[config.mk]
export PLATFORM = sky130hd
export DESIGN_NAME = usb_out_pe
export DESIGN_NICKNAME = d
export VERILOG_FILES = /design/src/hdl/usb_out_pkg.sv /design/src/hdl/usb_token_decode.sv /design/src/hdl/usb_out_xact_fsm.sv /design/src/hdl/usb_out_data_path.sv /design/src/hdl/usb_data_toggle_reg.sv /design/src/hdl/usb_out_pe.sv
export VERILOG_INCLUDE_DIRS = /design/src /design/src/hdl
export SDC_FILE = /design/constraint.sdc
export NUM_CORES = 1
export LEC_CHECK = 0
export ABC_AREA = 1
export BUFFER_PORTS_ARGS = -buffer_cell sky130_fd_sc_hd__buf_2
export CAP_MARGIN = 10
export CORE_ASPECT_RATIO = 1.75
export CORE_MARGIN = 8
export CORE_UTILIZATION = 54
export DETAILED_ROUTE_END_ITERATION = 7
export PLACE_DENSITY = 0.88
export SLEW_MARGIN = 20
export SYNTH_ARGS = -nofsm -noshare
export SYNTH_HDL_FRONTEND = slang
export SYNTH_SLANG_ARGS = --single-unit
[constraint.sdc]
create_clock -name clk_48mhz_i -period 4.6 [get_ports clk_48mhz_i]
set_clock_uncertainty 0.15 [all_clocks]
set_input_delay 0.69 -clock clk_48mhz_i [delete_from_list [all_inputs] [get_ports clk_48mhz_i]]
set_output_delay 0.69 -clock clk_48mhz_i [all_outputs]
set_load 0.05 [all_outputs]
[src/hdl/usb_out_defs.svh]
`ifndef USB_OUT_DEFS_SVH
`define USB_OUT_DEFS_SVH

//////////////////////////////
// Endpoint and packet sizing
//////////////////////////////

// OUT endpoints implemented in hardware
`define USB_NUM_OUT_EPS 4

// Largest packet the endpoints accept
`define USB_MAX_PKT_BYTES 32

// Byte offset width, log2 of the packet size
`define USB_PUT_ADDR_W 5

//////////////////////////////
// Handshake timing
//////////////////////////////

// 17 bit times at 4 clocks per bit on the 48 MHz clock
`define USB_ACK_TIMEOUT_CNT 68

// Wide enough to hold the timeout count
`define USB_TIMEOUT_W 7

`endif

[src/hdl/usb_out_pkg.sv]
`include "usb_out_defs.svh"

package usb_out_pkg;

  // PID codes, low two bits give the PID type
  typedef enum logic [3:0] {
    pid_out   = 4'b0001,
    pid_in    = 4'b1001,
    pid_setup = 4'b1101,
    pid_data0 = 4'b0011,
    pid_data1 = 4'b1011,
    pid_ack   = 4'b0010,
    pid_nak   = 4'b1010,
    pid_stall = 4'b1110
  } usb_pid_e;

  typedef logic [6:0]                      dev_addr_t;
  typedef logic [3:0]                      endp_t;
  typedef logic [$clog2(`USB_NUM_OUT_EPS)-1:0] ep_idx_t;
  typedef logic [`USB_NUM_OUT_EPS-1:0]     ep_mask_t;
  typedef logic [`USB_PUT_ADDR_W-1:0]      put_addr_t;

  // Receive side strobes and token fields
  typedef struct packed {
    logic      pkt_start;
    logic      pkt_end;
    logic      pkt_valid;
    logic [3:0] pid;
    dev_addr_t addr;
    endp_t     endp;
  } rx_pkt_t;

  typedef struct packed {
    logic       put;
    logic [7:0] data;
  } rx_byte_t;

  // Per endpoint configuration from the endpoint side
  typedef struct packed {
    ep_mask_t enabled;
    ep_mask_t control;
    ep_mask_t full;
    ep_mask_t stall;
  } ep_cfg_t;

  // Decoded packet events for one cycle
  typedef struct packed {
    logic  out_tok;
    logic  setup_tok;
    logic  data_pkt;
    logic  bad_pkt;
    logic  ep_active;
    logic  ep_control;
    logic  bad_toggle;
    endp_t ep_num;
  } tok_evt_t;

  typedef enum logic [1:0] {
    tog_none,
    tog_clear,
    tog_flip
  } toggle_op_e;

  typedef struct packed {
    toggle_op_e op;
    ep_idx_t    idx;
  } toggle_cmd_t;

  // Byte stream towards the endpoint
  typedef struct packed {
    logic       put;
    put_addr_t  addr;
    logic [7:0] data;
  } ep_put_t;

  typedef enum logic [2:0] {
    st_idle,
    st_got_token,
    st_data_wait,
    st_data_end
  } xact_state_e;

endpackage

[src/hdl/usb_token_decode.sv]
`timescale 1ns/1ps
`include "usb_out_defs.svh"

module usb_token_decode (
  input  usb_out_pkg::dev_addr_t dev_addr_i,
  input  usb_out_pkg::rx_pkt_t   rx_pkt_i,
  input  usb_out_pkg::ep_cfg_t   ep_cfg_i,
  input  usb_out_pkg::ep_mask_t  toggle_i,
  output usb_out_pkg::tok_evt_t  evt_o
);

  localparam int unsigned idx_w = $bits(usb_out_pkg::ep_idx_t);

  usb_out_pkg::usb_pid_e pid;
  usb_out_pkg::ep_idx_t  ep_idx;
  logic                  tok_match;
  logic                  is_data;
  logic                  ep_in_hw;

  assign pid = usb_out_pkg::usb_pid_e'(rx_pkt_i.pid);

  // Token type is 01 in the low PID bits
  assign tok_match = rx_pkt_i.pkt_end && rx_pkt_i.pkt_valid &&
                     (rx_pkt_i.pid[1:0] == 2'b01) && (rx_pkt_i.addr == dev_addr_i);

  assign is_data = (pid == usb_out_pkg::pid_data0) || (pid == usb_out_pkg::pid_data1);

  // Endpoints beyond the hardware count map to 0
  assign ep_in_hw = int'(rx_pkt_i.endp) < `USB_NUM_OUT_EPS;
  assign ep_idx   = ep_in_hw ? rx_pkt_i.endp[idx_w-1:0] : '0;

  always_comb begin
    evt_o.out_tok   = tok_match && (pid == usb_out_pkg::pid_out);
    evt_o.setup_tok = tok_match && (pid == usb_out_pkg::pid_setup);
    evt_o.data_pkt  = rx_pkt_i.pkt_end && rx_pkt_i.pkt_valid && is_data;
    // Corrupt packet, or a valid one that is neither data nor our OUT or SETUP token
    evt_o.bad_pkt   = rx_pkt_i.pkt_end && !evt_o.out_tok && !evt_o.setup_tok &&
                      (!rx_pkt_i.pkt_valid || !is_data);

    evt_o.ep_num     = ep_in_hw ? rx_pkt_i.endp : '0;
    evt_o.ep_active  = ep_in_hw && ep_cfg_i.enabled[ep_idx];
    evt_o.ep_control = ep_cfg_i.control[ep_idx];

    // PID bit 3 selects DATA1 over DATA0
    evt_o.bad_toggle = evt_o.data_pkt && evt_o.ep_active &&
                       (rx_pkt_i.pid[3] != toggle_i[ep_idx]);

    // Token, data and bad packet classes exclude each other
    evt_class_onehot: assert ($onehot0({evt_o.out_tok, evt_o.setup_tok,
                                        evt_o.data_pkt, evt_o.bad_pkt}));
  end

endmodule

[src/hdl/usb_out_xact_fsm.sv]
`timescale 1ns/1ps
`include "usb_out_defs.svh"

module usb_out_xact_fsm (
  input  logic                     clk_48mhz_i,
  input  logic                     rst_ni,
  input  logic                     link_reset_i,
  input  usb_out_pkg::tok_evt_t    evt_i,
  input  logic                     rx_pkt_start_i,
  input  usb_out_pkg::ep_cfg_t     ep_cfg_i,
  input  logic                     nak_pending_i,
  output logic                     tx_pkt_start_o,
  output usb_out_pkg::usb_pid_e    tx_pid_o,
  output usb_out_pkg::endp_t       out_ep_current_o,
  output logic                     out_ep_newpkt_o,
  output logic                     out_ep_acked_o,
  output logic                     out_ep_rollback_o,
  output usb_out_pkg::ep_mask_t    out_ep_setup_o,
  output logic                     data_phase_o,
  output logic                     xact_start_o,
  output usb_out_pkg::toggle_cmd_t toggle_cmd_o
);

  localparam int unsigned idx_w = $bits(usb_out_pkg::ep_idx_t);

  typedef logic [`USB_TIMEOUT_W-1:0] timeout_t;

  localparam timeout_t timeout_init = timeout_t'(`USB_ACK_TIMEOUT_CNT);
  localparam usb_out_pkg::usb_pid_e pid_idle = usb_out_pkg::usb_pid_e'(4'h0);

  usb_out_pkg::xact_state_e state_q, state_d;
  usb_out_pkg::usb_pid_e    tx_pid_d;
  usb_out_pkg::ep_idx_t     idx_q, idx_d;
  timeout_t                 timeout_q, timeout_d;
  logic                     setup_q;
  logic                     tx_start_d, acked_d, rollback_d;
  logic                     ep_full;

  // Token endpoint in this cycle, latched endpoint afterwards
  assign idx_d   = evt_i.ep_num[idx_w-1:0];
  assign idx_q   = out_ep_current_o[idx_w-1:0];
  assign ep_full = ep_cfg_i.full[idx_q] || nak_pending_i;

  assign data_phase_o = (state_q == usb_out_pkg::st_data_wait);

  //////////////////////////////
  // Next state and reply
  //////////////////////////////
  always_comb begin
    state_d      = state_q;
    xact_start_o = 1'b0;
    tx_start_d   = 1'b0;
    tx_pid_d     = pid_idle;
    acked_d      = 1'b0;
    rollback_d   = 1'b0;
    timeout_d    = timeout_init;

    unique case (state_q)
      usb_out_pkg::st_idle: begin
        // SETUP only counts on a control endpoint
        if (evt_i.ep_active &&
            (evt_i.out_tok || (evt_i.setup_tok && evt_i.ep_control))) begin
          state_d      = usb_out_pkg::st_got_token;
          xact_start_o = 1'b1;
        end
      end

      usb_out_pkg::st_got_token: begin
        timeout_d = timeout_q - 1'b1;
        if (rx_pkt_start_i) begin
          state_d = usb_out_pkg::st_data_wait;
        end else if (timeout_q == '0) begin
          // Host data never came, drop silently
          state_d = usb_out_pkg::st_idle;
        end
      end

      usb_out_pkg::st_data_wait: begin
        if (evt_i.bad_toggle && !ep_cfg_i.stall[idx_q]) begin
          // Repeat of data already taken, host lost our ACK
          state_d    = usb_out_pkg::st_idle;
          tx_start_d = 1'b1;
          tx_pid_d   = usb_out_pkg::pid_ack;
          rollback_d = 1'b1;
        end else if (evt_i.bad_pkt || evt_i.out_tok || evt_i.setup_tok) begin
          // Anything but data ends the transaction
          state_d    = usb_out_pkg::st_idle;
          rollback_d = 1'b1;
        end else if (evt_i.data_pkt) begin
          state_d = usb_out_pkg::st_data_end;
        end
      end

      usb_out_pkg::st_data_end: begin
        state_d = usb_out_pkg::st_idle;
        if (setup_q) begin
          // SETUP is never NAKed, failed ones get no reply
          if (ep_full) begin
            rollback_d = 1'b1;
          end else begin
            tx_start_d = 1'b1;
            tx_pid_d   = usb_out_pkg::pid_ack;
            acked_d    = 1'b1;
          end
        end else if (ep_cfg_i.stall[idx_q]) begin
          tx_start_d = 1'b1;
          tx_pid_d   = usb_out_pkg::pid_stall;
        end else if (ep_full) begin
          tx_start_d = 1'b1;
          tx_pid_d   = usb_out_pkg::pid_nak;
          rollback_d = 1'b1;
        end else begin
          tx_start_d = 1'b1;
          tx_pid_d   = usb_out_pkg::pid_ack;
          acked_d    = 1'b1;
        end
      end

      default: state_d = usb_out_pkg::st_idle;
    endcase
  end

  // Toggle update, SETUP clear wins over accept flip
  always_comb begin
    toggle_cmd_o.op  = usb_out_pkg::tog_none;
    toggle_cmd_o.idx = idx_q;
    if (evt_i.setup_tok && evt_i.ep_active) begin
      toggle_cmd_o.op  = usb_out_pkg::tog_clear;
      toggle_cmd_o.idx = idx_d;
    end else if (acked_d) begin
      toggle_cmd_o.op = usb_out_pkg::tog_flip;
    end
  end

  //////////////////////////////
  // State and outputs
  //////////////////////////////
  always_ff @(posedge clk_48mhz_i or negedge rst_ni) begin
    if (!rst_ni) begin
      state_q   <= usb_out_pkg::st_idle;
      timeout_q <= timeout_init;
    end else begin
      state_q   <= link_reset_i ? usb_out_pkg::st_idle : state_d;
      timeout_q <= timeout_d;
    end
  end

  // Reply and status pulses go out one cycle after the decision
  always_ff @(posedge clk_48mhz_i or negedge rst_ni) begin
    if (!rst_ni) begin
      tx_pkt_start_o    <= 1'b0;
      tx_pid_o          <= pid_idle;
      out_ep_acked_o    <= 1'b0;
      out_ep_rollback_o <= 1'b0;
    end else begin
      tx_pkt_start_o    <= tx_start_d;
      tx_pid_o          <= tx_pid_d;
      out_ep_acked_o    <= acked_d;
      out_ep_rollback_o <= rollback_d;
    end
  end

  // Latch endpoint and transaction kind at the token
  always_ff @(posedge clk_48mhz_i or negedge rst_ni) begin
    if (!rst_ni) begin
      out_ep_newpkt_o  <= 1'b0;
      out_ep_current_o <= '0;
      setup_q          <= 1'b0;
    end else begin
      out_ep_newpkt_o <= xact_start_o;
      if (xact_start_o) begin
        out_ep_current_o <= evt_i.ep_num;
        setup_q          <= evt_i.setup_tok;
      end
    end
  end

  // Setup flag per endpoint, OUT token clears it
  always_ff @(posedge clk_48mhz_i or negedge rst_ni) begin
    if (!rst_ni) begin
      out_ep_setup_o <= '0;
    end else if (evt_i.ep_active) begin
      if (evt_i.setup_tok) begin
        out_ep_setup_o[idx_d] <= 1'b1;
      end else if (evt_i.out_tok) begin
        out_ep_setup_o[idx_d] <= 1'b0;
      end
    end
  end

  tx_pid_quiet: assert property (@(posedge clk_48mhz_i) disable iff (!rst_ni)
    !tx_pkt_start_o |-> (tx_pid_o == pid_idle));

  ack_rollback_excl: assert property (@(posedge clk_48mhz_i) disable iff (!rst_ni)
    !(out_ep_acked_o && out_ep_rollback_o));

endmodule

[src/hdl/usb_out_data_path.sv]
`timescale 1ns/1ps
`include "usb_out_defs.svh"

module usb_out_data_path (
  input  logic                  clk_48mhz_i,
  input  logic                  rst_ni,
  input  usb_out_pkg::rx_byte_t rx_byte_i,
  input  logic                  data_phase_i,
  input  logic                  xact_start_i,
  input  usb_out_pkg::ep_mask_t ep_full_i,
  input  usb_out_pkg::ep_idx_t  ep_idx_i,
  output usb_out_pkg::ep_put_t  ep_put_o,
  output logic                  nak_pending_o
);

  localparam usb_out_pkg::put_addr_t max_put_addr =
    usb_out_pkg::put_addr_t'(`USB_MAX_PKT_BYTES - 1);

  usb_out_pkg::put_addr_t addr_q;
  logic [7:0]             data_q;
  logic                   put_q;
  logic                   advance;

  assign ep_put_o.put  = put_q;
  assign ep_put_o.addr = addr_q;
  assign ep_put_o.data = data_q;

  // Hold offset once NAK is certain, or at the last slot
  assign advance = put_q && !nak_pending_o && (addr_q != max_put_addr);

  //////////////////////////////
  // Byte capture
  //////////////////////////////
  always_ff @(posedge clk_48mhz_i) begin
    if (rx_byte_i.put) begin
      data_q <= rx_byte_i.data;
    end
  end

  // Put strobe trails the rx strobe by one cycle
  always_ff @(posedge clk_48mhz_i or negedge rst_ni) begin
    if (!rst_ni) begin
      put_q <= 1'b0;
    end else begin
      put_q <= data_phase_i && rx_byte_i.put;
    end
  end

  //////////////////////////////
  // Offset and NAK tracking
  //////////////////////////////
  always_ff @(posedge clk_48mhz_i or negedge rst_ni) begin
    if (!rst_ni) begin
      addr_q <= '0;
    end else if (xact_start_i) begin
      addr_q <= '0;
    end else if (data_phase_i && advance) begin
      addr_q <= addr_q + 1'b1;
    end
  end

  // Any byte offered to a full endpoint forces a NAK
  always_ff @(posedge clk_48mhz_i or negedge rst_ni) begin
    if (!rst_ni) begin
      nak_pending_o <= 1'b0;
    end else if (!data_phase_i) begin
      nak_pending_o <= 1'b0;
    end else if (put_q && ep_full_i[ep_idx_i]) begin
      nak_pending_o <= 1'b1;
    end
  end

  // Oversized packets pile up on the last slot
  put_addr_saturates: assert property (@(posedge clk_48mhz_i) disable iff (!rst_ni)
    (data_phase_i && (addr_q == max_put_addr)) |=> (addr_q != '0));

endmodule

[src/hdl/usb_data_toggle_reg.sv]
`timescale 1ns/1ps
`include "usb_out_defs.svh"

module usb_data_toggle_reg (
  input  logic                     clk_48mhz_i,
  input  logic                     rst_ni,
  input  logic                     link_reset_i,
  input  usb_out_pkg::toggle_cmd_t cmd_i,
  output usb_out_pkg::ep_mask_t    toggle_o
);

  // One toggle bit per endpoint, DATA0 expected after clear
  always_ff @(posedge clk_48mhz_i or negedge rst_ni) begin
    if (!rst_ni) begin
      toggle_o <= '0;
    end else if (link_reset_i) begin
      // Bus reset restarts every pipe at DATA0
      toggle_o <= '0;
    end else begin
      unique case (cmd_i.op)
        usb_out_pkg::tog_clear: toggle_o[cmd_i.idx] <= 1'b0;
        usb_out_pkg::tog_flip:  toggle_o[cmd_i.idx] <= ~toggle_o[cmd_i.idx];
        default: ;
      endcase
    end
  end

  // Commands only target implemented endpoints
  toggle_idx_range: assert property (@(posedge clk_48mhz_i) disable iff (!rst_ni)
    (cmd_i.op != usb_out_pkg::tog_none) |-> (int'(cmd_i.idx) < `USB_NUM_OUT_EPS));

endmodule

[src/hdl/usb_out_pe.sv]
`timescale 1ns/1ps

module usb_out_pe (
  input  logic                  clk_48mhz_i,
  input  logic                  rst_ni,
  input  logic                  link_reset_i,
  input  usb_out_pkg::dev_addr_t dev_addr_i,
  input  usb_out_pkg::rx_pkt_t  rx_pkt_i,
  input  usb_out_pkg::rx_byte_t rx_byte_i,
  input  usb_out_pkg::ep_cfg_t  ep_cfg_i,
  output logic                  tx_pkt_start_o,
  output usb_out_pkg::usb_pid_e tx_pid_o,
  output usb_out_pkg::ep_put_t  ep_put_o,
  output usb_out_pkg::endp_t    out_ep_current_o,
  output logic                  out_ep_newpkt_o,
  output logic                  out_ep_acked_o,
  output logic                  out_ep_rollback_o,
  output usb_out_pkg::ep_mask_t out_ep_setup_o,
  output usb_out_pkg::ep_mask_t out_data_toggle_o
);

  usb_out_pkg::tok_evt_t    evt;
  usb_out_pkg::toggle_cmd_t toggle_cmd;
  logic                     data_phase;
  logic                     xact_start;
  logic                     nak_pending;

  //////////////////////////////
  // Decode and sequencing
  //////////////////////////////
  usb_token_decode u_decode (
    .dev_addr_i (dev_addr_i),
    .rx_pkt_i   (rx_pkt_i),
    .ep_cfg_i   (ep_cfg_i),
    .toggle_i   (out_data_toggle_o),
    .evt_o      (evt)
  );

  usb_out_xact_fsm u_fsm (
    .clk_48mhz_i       (clk_48mhz_i),
    .rst_ni            (rst_ni),
    .link_reset_i      (link_reset_i),
    .evt_i             (evt),
    .rx_pkt_start_i    (rx_pkt_i.pkt_start),
    .ep_cfg_i          (ep_cfg_i),
    .nak_pending_i     (nak_pending),
    .tx_pkt_start_o    (tx_pkt_start_o),
    .tx_pid_o          (tx_pid_o),
    .out_ep_current_o  (out_ep_current_o),
    .out_ep_newpkt_o   (out_ep_newpkt_o),
    .out_ep_acked_o    (out_ep_acked_o),
    .out_ep_rollback_o (out_ep_rollback_o),
    .out_ep_setup_o    (out_ep_setup_o),
    .data_phase_o      (data_phase),
    .xact_start_o      (xact_start),
    .toggle_cmd_o      (toggle_cmd)
  );

  //////////////////////////////
  // Payload and toggles
  //////////////////////////////
  usb_out_data_path u_data_path (
    .clk_48mhz_i   (clk_48mhz_i),
    .rst_ni        (rst_ni),
    .rx_byte_i     (rx_byte_i),
    .data_phase_i  (data_phase),
    .xact_start_i  (xact_start),
    .ep_full_i     (ep_cfg_i.full),
    .ep_idx_i      (out_ep_current_o[$bits(usb_out_pkg::ep_idx_t)-1:0]),
    .ep_put_o      (ep_put_o),
    .nak_pending_o (nak_pending)
  );

  usb_data_toggle_reg u_toggle (
    .clk_48mhz_i  (clk_48mhz_i),
    .rst_ni       (rst_ni),
    .link_reset_i (link_reset_i),
    .cmd_i        (toggle_cmd),
    .toggle_o     (out_data_toggle_o)
  );

endmodule

# Word level (Yosys, flattened, before mapping)
# Cells that the tools add are included.
# Widths: inputs -> output; s select.
# word_totals
regBits	46
latchBits	0
ramBits	0
mem_bits_ro	0
inputBits	53
output_inout_bits	34
elab_cells	149
memories	0
# op_classes
add_sub_neg	2
multipliers	0
n_div	0
magnitude_cmp	7
eq_ne	17
shifts	0
muxes	60
bitwise	6
reduce_logical	42
# ops
cell	count
$mux 4	7
$logic_and 1x1->1	23
$mux 1	23
$mux 3	7
$pmux 4 s2	2
$bmux 1 s2	6
$lt 2x3->1 const B	4
$mux 2	6
$mux 5	2
$ne 5x5->1 const B	2
$pmux 3 s3	1
$and 4x4->4	2
$eq 4x4->1 const B	2
$not 4->4	2
$eq 7x7->1	1
$logic_not 7->1	1
$mux 7	1
$sub 7x1->7 const B	1
$eq 3x2->1 const B	2
$logic_not 1->1	6
$logic_or 1x1->1	6
$add 5x1->5 const B	1
$bwmux 4	1
$demux 1 s2	2
19 further kinds	23

# Logic depth before layout (Yosys ltp)
# Gate-level depths: netlist of run 1.
# depth
depth_word	15
ltp_mapped	17

# Cells and area by module
# From an unflattened synthesis of run 1, not the netlist that was laid out.
# hier_totals
cells_unflattened	360
hier_area_um2	2612.5
# by_module_without_submodules
mod	n_inst	cells_per_inst	area_per_inst_um2	seq_area_each_um2
usb_out_xact_fsm	1	155	1249.9	603.1
usb_out_data_path	1	61	648.1	415.4
usb_token_decode	1	99	437.9	0.0
usb_data_toggle_reg	1	45	276.5	100.1

# Worst setup path before layout of run 1
# No wires, ideal clock.
# synth_timing
path_type	flip-flop to flip-flop
startpoint	register u_data_path.addr_q[0]
endpoint	register u_data_path.addr_q[3]
setup_time_ns	0.063
arrival_ns	2.169
required_ns	4.387
slack_ns	2.218
stages_incl_launch_ff	9
period_less_slack_ns	2.382
cell_sequence	dfrtp_1 > ha_1 > and3_1 > ha_1 > nor4_4 > nand4_1 > xor2_1 > or2_1 > inv_1
# synth_via
elab_chain_len	4
word_cells_on_any_way	7
# synth_rtl
element	line_no	source
start: declaration	usb_out_data_path.sv:19	usb_out_pkg::put_addr_t addr_q;
start signal: assignment	usb_out_data_path.sv:58	addr_q <= addr_q + 1'b1;
parallel branches: the longest is 4 deep, another holds $add 5x1->5	--	
# Several ways; the timed one is not identified. The select of a mux whose other input is x is not followed.
# A chain may end at the register's enable or synchronous reset.

# Final worst setup path of run 1
# Ends and elaborated chain as after synthesis.

==> qor.txt, run 1 <==
Status: finished, final reports clean
Crit path DAT: 2350 ps
Sw Pwr: 0.000261 W
CP Max Fanout: 7
Syn nets: 361
Crit start category: flop
Core Region: 4400 µm²
Top Ports: 87
First-pass GRT wire length: 10.1 mm
Clk root buf: clkbuf_8
Drt total wl: 6.05 mm
Mapped Avg Cell Area: 8.16 µm²
FILL cells: 382
Largest net degree at the start of global routing: 36
Worst r2r src: u_data_path.addr_q[0]$_DFFE_PN0P_
Final period util: 49.1%
Worst relative slew slack: 48.8%
F_max: 442 MHz
Mapped cell area: 2480 µm²
EDFF count, synth: 8
Post-route minimum period: 2260 ps
Initial Util: 56.3%
Flop pwr share: 51.2%
Diode count: 0
Layout area overhead: 21.6%
Buffers on Ports: 85
Commonest non-fill, non-tap cell in the layout: buf_2
Count of final hold-check violations: 0
Most frequent cells in the layout: 85 x buf_2, 71 x nand2_1, 48 x inv_1
Cell Pwr Density: 277 nW/µm²
WHS Path Cells: 1
Hold EP: u_fsm.timeout_q[0]$_DFF_PN0_
Clock Sinks: 43
Sequential area share after synthesis: 45.1%
Overall Global Routing Usage: 17.8%
Maximum vdd drop: 0.215 mV
Top_reg_cell synth: dfrtp_1
Gr ovfl total: 0
Starting DRC count in detailed routing: 36
Synth cell types: 42
Htree depth: 2
Synth warn: 0
Hold_sp: u_fsm.timeout_q[0]$_DFF_PN0_
Inserted Clock Buffers: 5
Worst skew pair latency: 290 ps
Comb pwr share: 21.4%
Switching portion of total power: 31.2%
Routed Antenna Nets: 0
Vias per cell: 5.15
Vias in the first global route: 2372
RSZ-0062 raised after global routing: no
Worst-path clk slew: 80 ps
CTS max path bufs: 2
Reg2Reg Capture Point: u_data_path.addr_q[3]$_DFFE_PN0P_
CTS tree: yes
Chip height: 106 µm
Least-Margin Pin Slew: 767 ps
Placement Setup Slack: 2060 ps
Async set or reset register ratio after synthesis: 81.4%
Pint: 0.000575 W
Post-synthesis register bit count: 43
CTS hold repair buffers: 0
Mapped Cells: 304
Vias: 2283
Initial antenna violation count: 0
Core Rows: 32
Critical Path End Type: flop
First-pass iteration count of the detailed router: 4
DPL Wire Length: 5.11 mm
Setup TNS Final: 0 ps
Slew Limit Fails: 0
Required time of the critical path: 4690 ps
Setup bufs post-CTS: 0
Max-cap violations: 0
Total leakage power: 1.68 nW
Worst r2r path cells: 8
Setup CP Type: reg -> reg
WL/cell: 13.6 µm
Layout cell share with drive strength beyond 1: 32.7%
Endpoints failing setup: 0
Final GP Congestion: 0.884
Post-route setup slack: 2340 ps
Fin nets: 448
Die ar.: 7100 µm²
Die width: 67.2 µm
Clock network power share: 27.4%
Hold crit path type: reg -> reg
DR DRC count: 0
CTS resizes: 0
Worst reg2reg setup slack: 2340 ps
-- flip-flops by register name (all words and copies together) (netlist names), named ones only --
name,cells
u_fsm.setup_q,1
u_fsm.out_ep_current_o,4
u_fsm.out_ep_newpkt_o,1
u_data_path.put_q,1
u_fsm.timeout_q,7
u_fsm.out_ep_acked_o,1
u_fsm.out_ep_rollback_o,1
u_data_path.data_q,8
u_fsm.state_q,2
u_data_path.nak_pending_o,1
u_fsm.tx_pid_o,3
u_data_path.addr_q,5
u_toggle.toggle_o,4
-- metrics by stage --
step | instance area [µm²] | std cells | total power, W | hold slack [ps] | utilization, %
3_3_place_gp | 2930 | 435 | 0.000608 | 262 | 66.5
4_1_cts | 3020 | 443 | 0.000841 | 287 | 68.5
5_1_grt | 3020 | 443 | 0.000885 | 308 | 68.5
3_5_place_dp | 2930 | 435 | 0.000615 | 276 | 66.5
2_1_floorplan | 2480 | 304 | 0.000555 | 244 | -
6_report | 3020 | 443 | 0.000836 | 283 | 68.5
-- cell type report --
type / instances / area, µm² / share of cell area (%)
Timing Repair Buffer: 85 / 425 / 14.1
Clock inverter: 2 / 12.5 / 0.415
Clock buffer: 6 / 72.6 / 2.41
Tap cell: 51 / 63.8 / 2.12
Multi-Input combinational cell: 201 / 1120 / 37.0
Inverter: 55 / 206 / 6.85
Sequential cell: 43 / 1120 / 37.1
-- synthesized netlist by cell type, types with 4 or more instances --
master    count  share of area [%]
ha_1          4                2.0
nand4_1      10                2.5
o21ai_0      13                2.6
dfrtp_1      33                 33
edfxtp_1      8                9.7
nor2_1       25                3.8
inv_2         7                1.1
nor2_4        7                3.2
xor2_1        4                1.4
nand3_1      17                3.4
inv_1        48                7.3
a21oi_1       7                1.4
nand3_2       4                1.6
nand2_2       4                1.0
o21ai_1       6                1.2
nand2_1      71                 11
-- how the worst max path moves through the flow --
stage                                                 start                                 to  slack [ps]
after global routing                            rx_pkt_i[3]  u_data_path.addr_q[3]$_DFFE_PN0P_        2110
after CTS                 u_data_path.addr_q[0]$_DFFE_PN0P_  u_data_path.addr_q[3]$_DFFE_PN0P_        2310
after floorplan           u_data_path.addr_q[0]$_DFFE_PN0P_  u_data_path.addr_q[3]$_DFFE_PN0P_        2220
after detailed placement                        rx_pkt_i[3]  u_data_path.addr_q[3]$_DFFE_PN0P_        2060
after global placement                          rx_pkt_i[3]  u_data_path.addr_q[2]$_DFFE_PN0P_        2190
final                     u_data_path.addr_q[0]$_DFFE_PN0P_  u_data_path.addr_q[3]$_DFFE_PN0P_        2340
-- cell families after synthesis --
family,share of synthesized area (%)
other,0.151
xor gates and xnor gates,1.77
buffers and inverters,9.89
adders and majority gates,2.02
AOI/OAI and AO/OA,8.43
and+or+nand+nor,32.6
DFF,45.1
-- critical path, stage by stage, from the launching register on --
cell and delay [ps]:
dfrtp_1 420, ha_1 220, and3_1 190, ha_1 210
nor4_4 410, nand4_1 160, xor2_1 180, or2_1 230
inv_1 50
-- per-layer routing --
layer | GRT usage [%] | vias up | routed length, µm | share of wire (%)
met5 | 0 | - | 0 | 0
met4 | 11.4 | 0 | 308 | 5.1
met3 | 5.20 | 22 | 599 | 9.9
met2 | 30.8 | 97 | 3060 | 51
met1 | 17.4 | 1022 | 2080 | 34
li1 | - | 1142 | - | -
-- power groups by stage --
stage	clock, W	sequential [W]	combinational [W]
finish	0.000229	0.000428	0.000179
global route	0.000254	0.000431	0.000200
CTS	0.000233	0.000428	0.000180
detailed placement	0	0.000435	0.000180
global placement	0	0.000434	0.000174
floorplan	0	0.000465	0.0000899
(Power assumes the default switching activity.)
==> inputs of run 2 (changes only) <==
--- a/config.mk
+++ b/config.mk
@@ -11,9 +11,9 @@
 export CAP_MARGIN = 10
 export CORE_ASPECT_RATIO = 1.75
 export CORE_MARGIN = 8
-export CORE_UTILIZATION = 54
+export CORE_UTILIZATION = 45
 export DETAILED_ROUTE_END_ITERATION = 7
-export PLACE_DENSITY = 0.88
+export PLACE_DENSITY = 0.79
 export SLEW_MARGIN = 20
 export SYNTH_ARGS = -nofsm -noshare
 export SYNTH_HDL_FRONTEND = slang
==> constraint.sdc (replaced) <==
create_clock -name clk_48mhz_i -period 2 [get_ports clk_48mhz_i]
set_clock_uncertainty 0.15 [all_clocks]
set_input_delay 0.3 -clock clk_48mhz_i [delete_from_list [all_inputs] [get_ports clk_48mhz_i]]
set_output_delay 0.3 -clock clk_48mhz_i [all_outputs]
set_load 0.05 [all_outputs]
==> run 2 against run 1 <==
Setup slack got worse by 2300 ps. Register-to-register slack got worse by 2300 ps. Worst hold slack lost 260 ps. Flip-flop and latch count stayed put. Utilization decreased by 8.8 points. Routed wire length up 5.2%. Critical endpoint unchanged.
==> qor.txt, run 2 (synthesis results as in run 1) <==
Initial antenna violation count: 0 (unchanged)
Met1 WL: 2.34 mm (+13%)
Post-DP Area: 3080 µm² (+5.2%)
Chip height: 114 µm (+8.1%)
Drt total wl: 6.36 mm (+5.2%)
Placed insts: 473 (+8.7%)
Die ar.: 8240 µm² (+16%)
Commonest non-fill, non-tap cell in the layout: buf_2
Core Region: 5450 µm² (+24%)
Setup CP Type: reg -> reg
DPL Wire Length: 5.23 mm (+2.4%)
Top Ports: 87 (unchanged)
Largest regs: u_data_path.data_q x8, u_fsm.timeout_q x7, u_data_path.addr_q x5
Largest net degree at the start of global routing: 36 (unchanged)
First-pass iteration count of the detailed router: 4 (unchanged)
Worst skew pair latency: 290 ps (about the same)
Post-route minimum period: 1960 ps (-296 ps)
Gr ovfl total: 0 (unchanged)
Routed Antenna Nets: 0 (unchanged)
Inserted Clock Buffers: 5 (unchanged)
Total leakage power: 1.77 nW (+5.7%)
RSZ-0062 raised after global routing: yes
Count of final hold-check violations: 0 (unchanged)
Largest Register: u_data_path.data_q
Final instance area: 3250 µm² (+7.8%)
Non-Filler Instances: 487 (+9.9%)
Vias per cell: 4.85 (-5.9%)
Maximum vdd drop: 0.376 mV (+75%)
Top Layer Used: met4
DR DRC count: 0 (unchanged)
Met2 Wirelength: 3.37 mm (+9.9%)
Core Rows: 36 (+13%)
F_max: 509 MHz (+15%)
Clk root buf: clkbuf_8
Setup TNS Final: 0 ps (unchanged)
CTS tree: yes
First-pass GRT wire length: 10.9 mm (+8.1%)
CP Max Fanout: 3 (-4)
Fin nets: 467 (+4.2%)
Metal3 WL: 524 µm (-13%)
Largest register FFs: 8 (unchanged)
Htree depth: 2 (unchanged)
Critical Path End Type: flop
Vias in the first global route: 2478 (+4.5%)
Slew Limit Fails: 0 (unchanged)
Layout area overhead: 31.1%
Layout cell share with drive strength beyond 1: 37.5% (+4.8 points)
Final period util: 98.2% (+49 points)
Overall Global Routing Usage: 16.4% (-1.4 points)
Crit path DAT: 2060 ps (-290 ps)
Required time of the critical path: 2090 ps (-2600 ps)
Vias: 2362 (+3.5%)
Max-cap violations: 0 (unchanged)
Diode count: 0 (unchanged)
Status: finished, final reports clean
Hold crit path type: in -> reg
Final GP Congestion: 0.856 (-3.2%)
Starting DRC count in detailed routing: 95 (+160%)
Buffers on Ports: 85 (unchanged)
Endpoints failing setup: 0 (unchanged)
Initial Util: 45.5% (-11 points)
Cell Pwr Density: 640 nW/µm² (+130%)
Clock Sinks: 43 (unchanged)
Crit start category: flop
CTS max path bufs: 2 (unchanged)
Worst-path clk slew: 80 ps (about the same)
Most frequent cells in the layout: 85 x buf_2, 71 x nand2_1, 47 x inv_1
WL/cell: 13.1 µm (-4.3%)
Die width: 72.1 µm (+7.3%)
-- run 2: layout make-up --
class | count | area (µm²)
well taps | 76 | 95.1
inverters | 55 | 206
repair buffers | 104 | 571
clock buffers | 5 | 68.8
flip-flops and latches | 43 | 1120
multi-input cells | 201 | 1150
fillers | 475 | 2200
clock inverters | 3 | 38.8
-- run 2: timing repair --
action                                  in CTS  in global routing
hold buffers                                 1                  0
endpoints found under the hold margin       33                  0
buffers inserted                             0                  5
gates resized for setup                      0                  3
endpoints found under the setup margin       0                  7
-- run 2: power by group --
part / switching (W) / total (W) / internal, W
combinational: 0.000295 / 0.000441 / 0.000146
sequential: 0.0000330 / 0.000984 / 0.000951
clock: 0.000291 / 0.000656 / 0.000366
total: 0.000619 / 0.00208 / 0.00146
-- run 2: worst max-delay path, stage by stage, from the launching register on --
cell	delay [ps]
dfrtp_2	430
ha_4	170
and3_4	180
ha_4	160
nor4_4	280
nand4_1	150
xor2_1	160
or2_1	200
inv_1	50
-- run 2: routing by layer --
metal / up-vias / GRT usage, %
li1: 1176 / -
met1: 1092 / 16.6
met2: 85 / 29.1
met3: 9 / 5.09
met4: 0 / 7.82
met5: - / 0
-- run 2: final timing paths --
check / endpoint / depth (start not counted) / slack [ps] / startpoint
worst max-delay path: u_data_path.addr_q[3]$_DFFE_PN0P_ / 8 / 40 / u_data_path.addr_q[0]$_DFFE_PN0P_
worst min register to register: u_fsm.timeout_q[0]$_DFF_PN0_ / 1 / 270 / u_fsm.timeout_q[0]$_DFF_PN0_
max in group asynchronous: u_fsm.timeout_q[2]$_DFF_PN1_ / 3 / 940 / rst_ni
min in group asynchronous: u_data_path.addr_q[2]$_DFFE_PN0P_ / 3 / 410 / rst_ni
worst min-delay path: u_data_path.data_q[0]$_DFFE_PP_ / 1 / 20 / rx_byte_i[0]
worst max register to register: u_data_path.addr_q[3]$_DFFE_PN0P_ / 8 / 40 / u_data_path.addr_q[0]$_DFFE_PN0P_
-- run 2: through the flow --
step           setup slack, ps  power [W]  util (%)  hold WS, ps
6_report                  35.5    0.00208      59.6         24.7
3_5_place_dp             -90.1    0.00143      56.6          208
2_1_floorplan             -149    0.00128         -         -146
4_1_cts                   29.0    0.00208      58.7         20.1
3_3_place_gp             -40.9    0.00141      56.6          201
5_1_grt                  -75.5    0.00219      59.6         9.05
